===== config.mk =====
export PLATFORM = sky130hd
export DESIGN_NAME = controlUnit
export DESIGN_NICKNAME = d
export VERILOG_FILES = /design/src/mipsCtrlPkg.sv /design/src/instrDecoder.sv /design/src/phaseSequencer.sv /design/src/controlWordGen.sv /design/src/controlUnit.sv
export VERILOG_INCLUDE_DIRS = /design/src
export SDC_FILE = /design/constraint.sdc
export NUM_CORES = 1
export LEC_CHECK = 0
export ABC_AREA = 1
export BUFFER_PORTS_ARGS = -buffer_cell sky130_fd_sc_hd__clkbuf_2
export CORE_MARGIN = 2
export CORE_UTILIZATION = 46
export DETAILED_ROUTE_END_ITERATION = 10
export PLACE_DENSITY = 0.88
export SYNTH_ARGS = -nofsm -noshare
export SYNTH_HDL_FRONTEND = slang
export SYNTH_SLANG_ARGS = --single-unit

===== constraint.sdc =====
create_clock -name clk -period 5.3 [get_ports clk]
set_input_delay 1.59 -clock clk [delete_from_list [all_inputs] [get_ports clk]]
set_output_delay 1.59 -clock clk [all_outputs]
set_load 0.02 [all_outputs]

===== src/mipsControl_defines.svh =====
`ifndef MIPS_CONTROL_DEFINES_SVH
`define MIPS_CONTROL_DEFINES_SVH

// Field and code widths
`define OPCODE_W 6
`define FUNCT_W  6
`define ALUOP_W  4
`define SEL_W    2
`define SIZE_W   2

// Opcodes
`define OP_RTYPE 6'h00
`define OP_J     6'h02
`define OP_JAL   6'h03
`define OP_BEQ   6'h04
`define OP_BNE   6'h05
`define OP_BLE   6'h06
`define OP_BGT   6'h07
`define OP_ADDI  6'h08
`define OP_ADDIU 6'h09
`define OP_LB    6'h20
`define OP_LH    6'h21
`define OP_LW    6'h23
`define OP_SB    6'h28
`define OP_SH    6'h29
`define OP_SW    6'h2B

// R-type functs
`define FN_ADD 6'h20
`define FN_SUB 6'h22
`define FN_AND 6'h24
`define FN_SLT 6'h2A

// ALU operation codes
`define ALU_PASS_A 4'd0
`define ALU_ADD    4'd1
`define ALU_SUB    4'd2
`define ALU_AND    4'd3
`define ALU_SLT    4'd10
`define ALU_BEQ    4'd11
`define ALU_BNE    4'd12
`define ALU_BLE    4'd13
`define ALU_BGT    4'd14

// Load/store access sizes
`define SIZE_NONE 2'd0
`define SIZE_BYTE 2'd1
`define SIZE_HALF 2'd2
`define SIZE_WORD 2'd3

// Datapath mux selects
`define PCSRC_ALUOUT 2'd0  // Branch target
`define PCSRC_ALU    2'd1  // PC + 4
`define PCSRC_JUMP   2'd2
`define SRCA_PC      2'd0
`define SRCA_REGA    2'd1
`define SRCB_REGB    2'd0
`define SRCB_FOUR    2'd1
`define SRCB_IMM     2'd2
`define SRCB_BROFF   2'd3
`define DST_RT       2'd0
`define DST_RD       2'd1
`define DST_RA       2'd3
`define WDATA_ALUOUT 2'd0
`define WDATA_MDR    2'd1
`define WDATA_PC     2'd2

`endif


===== src/mipsCtrlPkg.sv =====
`default_nettype none

`include "mipsControl_defines.svh"

package mipsCtrlPkg;

  typedef logic [`OPCODE_W-1:0] opcode_t;
  typedef logic [`FUNCT_W-1:0] funct_t;
  typedef logic [`ALUOP_W-1:0] aluOp_t;
  typedef logic [`SEL_W-1:0] sel_t;
  typedef logic [`SIZE_W-1:0] accessSize_t;

  typedef enum logic [2:0] {
    RESET,
    FETCH,
    DECODE,
    EXECUTE,
    MEMORY,
    WRITEBACK,
    JUMP
  } phase_t;

  typedef enum logic [2:0] {
    ALU_REG,
    ALU_IMM,
    BRANCH,
    JUMP_PLAIN,
    JUMP_LINK,
    LOAD,
    STORE,
    NONE
  } instrClass_t;

  // Wishbone classic master request
  typedef struct packed {
    logic cyc;
    logic stb;
    logic we;
    logic adrFromAluOut;  // Address from ALUOut, else PC
  } memReq_t;

  typedef struct packed {
    logic pcWrite;
    logic irWrite;
    logic regAWrite;
    logic regBWrite;
    logic aluOutWrite;
    logic mdrWrite;
    logic regWrite;
    sel_t pcSrc;
    sel_t aluSrcA;
    sel_t aluSrcB;
    sel_t regDst;
    sel_t regData;
    aluOp_t aluOp;
    accessSize_t loadSize;
    accessSize_t storeSize;
  } ctrlWord_t;

endpackage

`default_nettype wire


===== src/instrDecoder.sv =====
`default_nettype none
`timescale 1ns/1ns

`include "mipsControl_defines.svh"

module instrDecoder (
  input wire mipsCtrlPkg::opcode_t opcode,
  input wire mipsCtrlPkg::funct_t funct,
  output mipsCtrlPkg::instrClass_t cls,
  output mipsCtrlPkg::aluOp_t op,
  output mipsCtrlPkg::accessSize_t size,
  output mipsCtrlPkg::sel_t dst
);

  always_comb begin
    cls = mipsCtrlPkg::NONE;
    op = `ALU_PASS_A;
    size = `SIZE_NONE;
    dst = `DST_RT;
    case (opcode)
      `OP_RTYPE: begin
        cls = mipsCtrlPkg::ALU_REG;
        dst = `DST_RD;
        case (funct)
          `FN_ADD: op = `ALU_ADD;
          `FN_SUB: op = `ALU_SUB;
          `FN_AND: op = `ALU_AND;
          `FN_SLT: op = `ALU_SLT;
          default: cls = mipsCtrlPkg::NONE;  // Unsupported funct
        endcase
      end
      `OP_ADDI, `OP_ADDIU: begin
        cls = mipsCtrlPkg::ALU_IMM;
        op = `ALU_ADD;
      end
      `OP_BEQ: begin
        cls = mipsCtrlPkg::BRANCH;
        op = `ALU_BEQ;
      end
      `OP_BNE: begin
        cls = mipsCtrlPkg::BRANCH;
        op = `ALU_BNE;
      end
      `OP_BLE: begin
        cls = mipsCtrlPkg::BRANCH;
        op = `ALU_BLE;
      end
      `OP_BGT: begin
        cls = mipsCtrlPkg::BRANCH;
        op = `ALU_BGT;
      end
      `OP_J: cls = mipsCtrlPkg::JUMP_PLAIN;
      `OP_JAL: begin
        cls = mipsCtrlPkg::JUMP_LINK;
        dst = `DST_RA;
      end
      `OP_LW, `OP_LH, `OP_LB: begin
        cls = mipsCtrlPkg::LOAD;
        op = `ALU_ADD;  // Base plus offset
        size = (opcode == `OP_LW) ? `SIZE_WORD :
               (opcode == `OP_LH) ? `SIZE_HALF : `SIZE_BYTE;
      end
      `OP_SW, `OP_SH, `OP_SB: begin
        cls = mipsCtrlPkg::STORE;
        op = `ALU_ADD;
        size = (opcode == `OP_SW) ? `SIZE_WORD :
               (opcode == `OP_SH) ? `SIZE_HALF : `SIZE_BYTE;
      end
      default: cls = mipsCtrlPkg::NONE;
    endcase
  end

endmodule

`default_nettype wire


===== src/phaseSequencer.sv =====
`default_nettype none
`timescale 1ns/1ns

module phaseSequencer (
  input wire clk,
  input wire reset_in,
  input wire mipsCtrlPkg::instrClass_t cls,
  input wire memAck,
  output mipsCtrlPkg::phase_t phase
);

  mipsCtrlPkg::phase_t nextPhase;

  always_ff @(posedge clk) begin
    if (reset_in) begin
      phase <= mipsCtrlPkg::RESET;
    end else begin
      phase <= nextPhase;
    end
  end

  always_comb begin
    nextPhase = phase;
    case (phase)
      mipsCtrlPkg::RESET: nextPhase = mipsCtrlPkg::FETCH;  // One cycle after reset drops
      mipsCtrlPkg::FETCH: begin
        if (memAck) begin
          nextPhase = mipsCtrlPkg::DECODE;
        end
      end
      mipsCtrlPkg::DECODE: begin
        case (cls)
          mipsCtrlPkg::NONE: nextPhase = mipsCtrlPkg::FETCH;
          mipsCtrlPkg::JUMP_PLAIN,
          mipsCtrlPkg::JUMP_LINK: nextPhase = mipsCtrlPkg::JUMP;
          default: nextPhase = mipsCtrlPkg::EXECUTE;
        endcase
      end
      mipsCtrlPkg::EXECUTE: begin
        case (cls)
          mipsCtrlPkg::ALU_REG,
          mipsCtrlPkg::ALU_IMM: nextPhase = mipsCtrlPkg::WRITEBACK;
          mipsCtrlPkg::LOAD,
          mipsCtrlPkg::STORE: nextPhase = mipsCtrlPkg::MEMORY;
          default: nextPhase = mipsCtrlPkg::FETCH;  // Branch done
        endcase
      end
      mipsCtrlPkg::MEMORY: begin
        // Held until the slave acks
        if (memAck) begin
          if (cls == mipsCtrlPkg::LOAD) begin
            nextPhase = mipsCtrlPkg::WRITEBACK;
          end else begin
            nextPhase = mipsCtrlPkg::FETCH;
          end
        end
      end
      mipsCtrlPkg::WRITEBACK: nextPhase = mipsCtrlPkg::FETCH;
      mipsCtrlPkg::JUMP: nextPhase = mipsCtrlPkg::FETCH;
      default: nextPhase = mipsCtrlPkg::RESET;
    endcase
  end

endmodule

`default_nettype wire


===== src/controlWordGen.sv =====
`default_nettype none
`timescale 1ns/1ns

`include "mipsControl_defines.svh"

module controlWordGen (
  input wire mipsCtrlPkg::phase_t phase,
  input wire mipsCtrlPkg::instrClass_t cls,
  input wire mipsCtrlPkg::aluOp_t op,
  input wire mipsCtrlPkg::accessSize_t size,
  input wire mipsCtrlPkg::sel_t dst,
  input wire memAck,
  input wire branchCond,
  output mipsCtrlPkg::ctrlWord_t ctrl,
  output mipsCtrlPkg::memReq_t mem,
  output logic resetOut
);

  always_comb begin
    ctrl = '0;
    mem = '0;
    resetOut = 1'b0;
    case (phase)
      mipsCtrlPkg::RESET: resetOut = 1'b1;
      mipsCtrlPkg::FETCH: begin
        mem.cyc = 1'b1;
        mem.stb = 1'b1;
        mem.we = 1'b0;
        mem.adrFromAluOut = 1'b0;  // Address from PC
        ctrl.aluSrcA = `SRCA_PC;
        ctrl.aluSrcB = `SRCB_FOUR;
        ctrl.aluOp = `ALU_ADD;
        ctrl.pcSrc = `PCSRC_ALU;
        ctrl.irWrite = memAck;  // Capture only on ack
        ctrl.pcWrite = memAck;
      end
      mipsCtrlPkg::DECODE: begin
        ctrl.regAWrite = 1'b1;
        ctrl.regBWrite = 1'b1;
        ctrl.aluSrcA = `SRCA_PC;
        ctrl.aluSrcB = `SRCB_BROFF;  // Branch target into ALUOut
        ctrl.aluOp = `ALU_ADD;
        ctrl.aluOutWrite = 1'b1;
      end
      mipsCtrlPkg::EXECUTE: begin
        ctrl.aluSrcA = `SRCA_REGA;
        ctrl.aluOp = op;
        case (cls)
          mipsCtrlPkg::ALU_REG: begin
            ctrl.aluSrcB = `SRCB_REGB;
            ctrl.aluOutWrite = 1'b1;
          end
          mipsCtrlPkg::ALU_IMM,
          mipsCtrlPkg::LOAD,
          mipsCtrlPkg::STORE: begin
            ctrl.aluSrcB = `SRCB_IMM;
            ctrl.aluOutWrite = 1'b1;
          end
          mipsCtrlPkg::BRANCH: begin
            ctrl.aluSrcB = `SRCB_REGB;
            ctrl.pcSrc = `PCSRC_ALUOUT;
            ctrl.pcWrite = branchCond;  // Taken only
          end
          default: ctrl.aluOp = `ALU_PASS_A;
        endcase
      end
      mipsCtrlPkg::MEMORY: begin
        mem.cyc = 1'b1;
        mem.stb = 1'b1;
        mem.adrFromAluOut = 1'b1;
        if (cls == mipsCtrlPkg::STORE) begin
          mem.we = 1'b1;
          ctrl.storeSize = size;
        end else begin
          ctrl.loadSize = size;
          ctrl.mdrWrite = memAck;
        end
      end
      mipsCtrlPkg::WRITEBACK: begin
        ctrl.regWrite = 1'b1;
        ctrl.regDst = dst;
        if (cls == mipsCtrlPkg::LOAD) begin
          ctrl.regData = `WDATA_MDR;
        end else begin
          ctrl.regData = `WDATA_ALUOUT;
        end
      end
      mipsCtrlPkg::JUMP: begin
        ctrl.pcWrite = 1'b1;
        ctrl.pcSrc = `PCSRC_JUMP;
        if (cls == mipsCtrlPkg::JUMP_LINK) begin
          ctrl.regWrite = 1'b1;
          ctrl.regDst = dst;
          ctrl.regData = `WDATA_PC;  // Return address is PC + 4
        end
      end
      default: resetOut = 1'b0;
    endcase
  end

endmodule

`default_nettype wire


===== src/controlUnit.sv =====
`default_nettype none
`timescale 1ns/1ns

module controlUnit (
  input wire clk,
  input wire reset_in,
  input wire mipsCtrlPkg::opcode_t opcode,
  input wire mipsCtrlPkg::funct_t funct,
  input wire branchCond,
  input wire memAck,
  output mipsCtrlPkg::ctrlWord_t ctrl,
  output mipsCtrlPkg::memReq_t mem,
  output logic resetOut
);

  mipsCtrlPkg::instrClass_t cls;
  mipsCtrlPkg::aluOp_t op;
  mipsCtrlPkg::accessSize_t size;
  mipsCtrlPkg::sel_t dst;
  mipsCtrlPkg::phase_t phase;

  instrDecoder decoder0 (
    .opcode(opcode),
    .funct(funct),
    .cls(cls),
    .op(op),
    .size(size),
    .dst(dst)
  );

  phaseSequencer sequencer0 (
    .clk(clk),
    .reset_in(reset_in),
    .cls(cls),
    .memAck(memAck),
    .phase(phase)
  );

  controlWordGen wordGen0 (
    .phase(phase),
    .cls(cls),
    .op(op),
    .size(size),
    .dst(dst),
    .memAck(memAck),
    .branchCond(branchCond),
    .ctrl(ctrl),
    .mem(mem),
    .resetOut(resetOut)
  );

endmodule

`default_nettype wire


==> metrics.csv <==
stage,metric,value,unit
status,status,finished clean,
clock_tree,root_buffer,clkbuf_4,
floorplan,fp.coreArea,1540,um^2
sta,fin_worst_skew,0.000795,ns
final_layout,drive_gt1_share,39.8,%
critical_path,critPathCaptureType,primary output,
sta,period_share,84.0,%
sta,fin_crit,4.45,ns
critical_path,crit_required,3.71,ns
final_layout,largest_reg_flops,3,
place,port_buffers,44,
synth,yosys_warnings,0,
sta,finalHoldViolations,0,
clock_tree,ctsResizeCount,0,
routing,post-route-drc-count,0,
sta,setup_viol,0,
floorplan,rows,14,
final_layout,layout_commonest_cell,clkbuf_2,
critical_path,arrival,2.86,ns
synth,yosys_register_bits,3,
synth,synth.largest_area_cell,nor2_1,
final_layout,syn_to_final_growth,31.7,%
synth,yosys.cell_types.count,25,
power,p_leak,0.000602,uW
clock_tree,clkTransAtPathRegs,0.04,ns
floorplan,die_y,44.9,um
power,pwr-share-seq,13.4,%
floorplan,dieArea,2020,um^2
critical_path,worstPathMaxFanout,5,
floorplan,die_w,44.9,um
power,p_sw,158,uW
floorplan,initial_utilization,49.9,%
final_layout,largest-register,sequencer0.phase,
clock_tree,htree_levels,1,
sta,maxSlewViolCount,0,
final_layout,layout.cells.most_common_list,"clkbuf_2, nor2_1, nand2_1",
synth,avgSynthCellArea,5.46,um^2
final_layout,antennaDiodeCount,0,
critical_path,worst_setup_path_start_kind,input port,
power,cell_internal_pwr,117,uW
synth,synth.area.top_cells,"nor2_1, nand2_1, inv_1",
clock_tree,cts_setup_buffers,0,
synth,syn_inst,141,
sta,setup-tns-final,0,ns
clock_tree,cts_buffers,3,
flow_run,max-cap-violations,0,
routing,wl_per_cell,10.9,um
clock_tree,cts_buffer_depth,2,
routing,post_drt_via_cell_ratio,5.10,
grt,grt_pass1_vias,926,
power,clock_power_share,14.4,%
routing,drt_iter0_drc,41,
place,place_area,987,um^2
sta,max_freq,0.225,GHz
synth,synth_area,769,um^2
clock_tree,tritoncts,yes,
grt,grt.total_usage,22.8,%
synth,yosysSeqAreaShare,7.80,%
final_layout,final_area,1010,um^2
grt,grt_pass1_wl,3580,um
sta,rsz0062_at_grt,no,
floorplan,io_pins,46,
grt,gr-total-overflow,0,
power,p_sw_share,57.5,%
final_layout,fin_nets,203,
clock_tree,cts_sinks,3,
clock_tree,clock_latency,0.23,ns
critical_path,path_class,input port to primary output,
clock_tree,cts_hold_buf,0,
grt,antenna_found_initial,0,
power,comb_power_share,72.1,%
final_layout,largestRegisters,sequencer0.phase: 3 flops,
power,peakVddDrop,0.244,mV
place,dpl.hpwl,1850,um
routing,via_count,1030,
routing,drtAntennaViolNets,0,
grt,grt_max_degree,8,
routing,wirelength,2200,um
place,routabilityCongestion,0.834,
min_path,holdCritPathClass,register to register,
routing,drt_first_pass_iters,4,
synth,synth_fp_nets,157,
power,power_density,271,nW/um^2
synth,yosysTopAreaCellShare,14.1,%
## final cells by class
type / count / area [um^2]
repair buffers: 44 / 220
well taps: 16 / 20.0
flip-flops and latches: 3 / 60.1
inverters: 28 / 105
clock buffers: 4 / 26.3
fillers: 151 / 528
multi-input cells: 107 / 582
## metal layers
| metal | vias to the layer above | GRT usage [%] | wire [um] |
|---|---|---|---|
| li1 | 530 | - | - |
| met3 | 0 | 1.60 | 134 |
| met1 | 460 | 28.1 | 916 |
| met5 | - | 0 | 0 |
| met4 | 0 | 5.29 | 0 |
| met2 | 40 | 42.9 | 1150 |
## synthesized netlist by cell type, drive strengths merged
cell    number
a211oi       1
buf          3
nor3b        1
a22oi        1
nand4        3
nand2       35
o211ai       2
dfxtp        3
o21ai        3
nor2        36
nand3        9
a21oi        4
a31oi        3
conb         1
inv         28
nor3         7
nand3b       1
## per-stage QoR
| step | worst slack, ns | cells | hold slack, ns | power, uW | utilization, % |
|---|---|---|---|---|---|
| after floorplan | 0.878 | 141 | 0.663 | 178 | - |
| after global placement | 0.933 | 198 | 0.621 | 229 | 64.0 |
| after detailed placement | 0.846 | 198 | 0.644 | 233 | 64.0 |
| after CTS | 0.845 | 202 | 0.650 | 275 | 65.7 |
| after global routing | 0.753 | 202 | 0.699 | 298 | 65.7 |
| final | 0.846 | 202 | 0.650 | 274 | 65.7 |
## power by group through the flow
| stage | Sequential [uW] | Combinational, uW | Clock (uW) |
|---|---|---|---|
| after floorplan | 35.4 | 142 | 0 |
| after global placement | 36.6 | 192 | 0 |
| after detailed placement | 37.0 | 196 | 0 |
| after CTS | 36.6 | 198 | 40.4 |
| after global routing | 37.6 | 217 | 42.8 |
| final | 36.8 | 198 | 39.6 |
## kinds of logic (layout without fill, tap and decap cells)
| logic type | count (synthesis) | after routing | synth area share, % |
|---|---|---|---|
| compound gates | 14 | 14 | 12.0 |
| flops | 3 | 3 | 7.81 |
| buf+inv | 31 | 76 | 16.6 |
| simple gates | 92 | 92 | 63.1 |
| other cells | 1 | 1 | 0.487 |
## worst max-delay path, cell delays in order
cell	delay, ns
clkbuf_2	0.12
nor2_1	0.21
nand2_2	0.10
inv_2	0.09
nand2_2	0.09
nor2_4	0.16
nor2_4	0.05
nand3_2	0.06
nand2_2	0.06
o21ai_2	0.13
nor2_1	0.05
clkbuf_2	0.15
## worst paths after layout
| path | end | depth (start not counted) | slack [ns] | start |
|---|---|---|---|---|
| worst max register to register | sequencer0.phase[2]$_SDFFE_PP0P_ | 8 | 3.79 | sequencer0.phase[0]$_SDFFE_PP0P_ |
| worst min register to register | sequencer0.phase[0]$_SDFFE_PP0P_ | 3 | 0.65 | sequencer0.phase[1]$_SDFFE_PP0P_ |
| worst max-delay path | ctrl[5] | 12 | 0.85 | opcode[3] |
| worst min-delay path | sequencer0.phase[0]$_SDFFE_PP0P_ | 3 | 0.65 | sequencer0.phase[1]$_SDFFE_PP0P_ |
No activity file was read; power rests on OpenSTA's default activity.
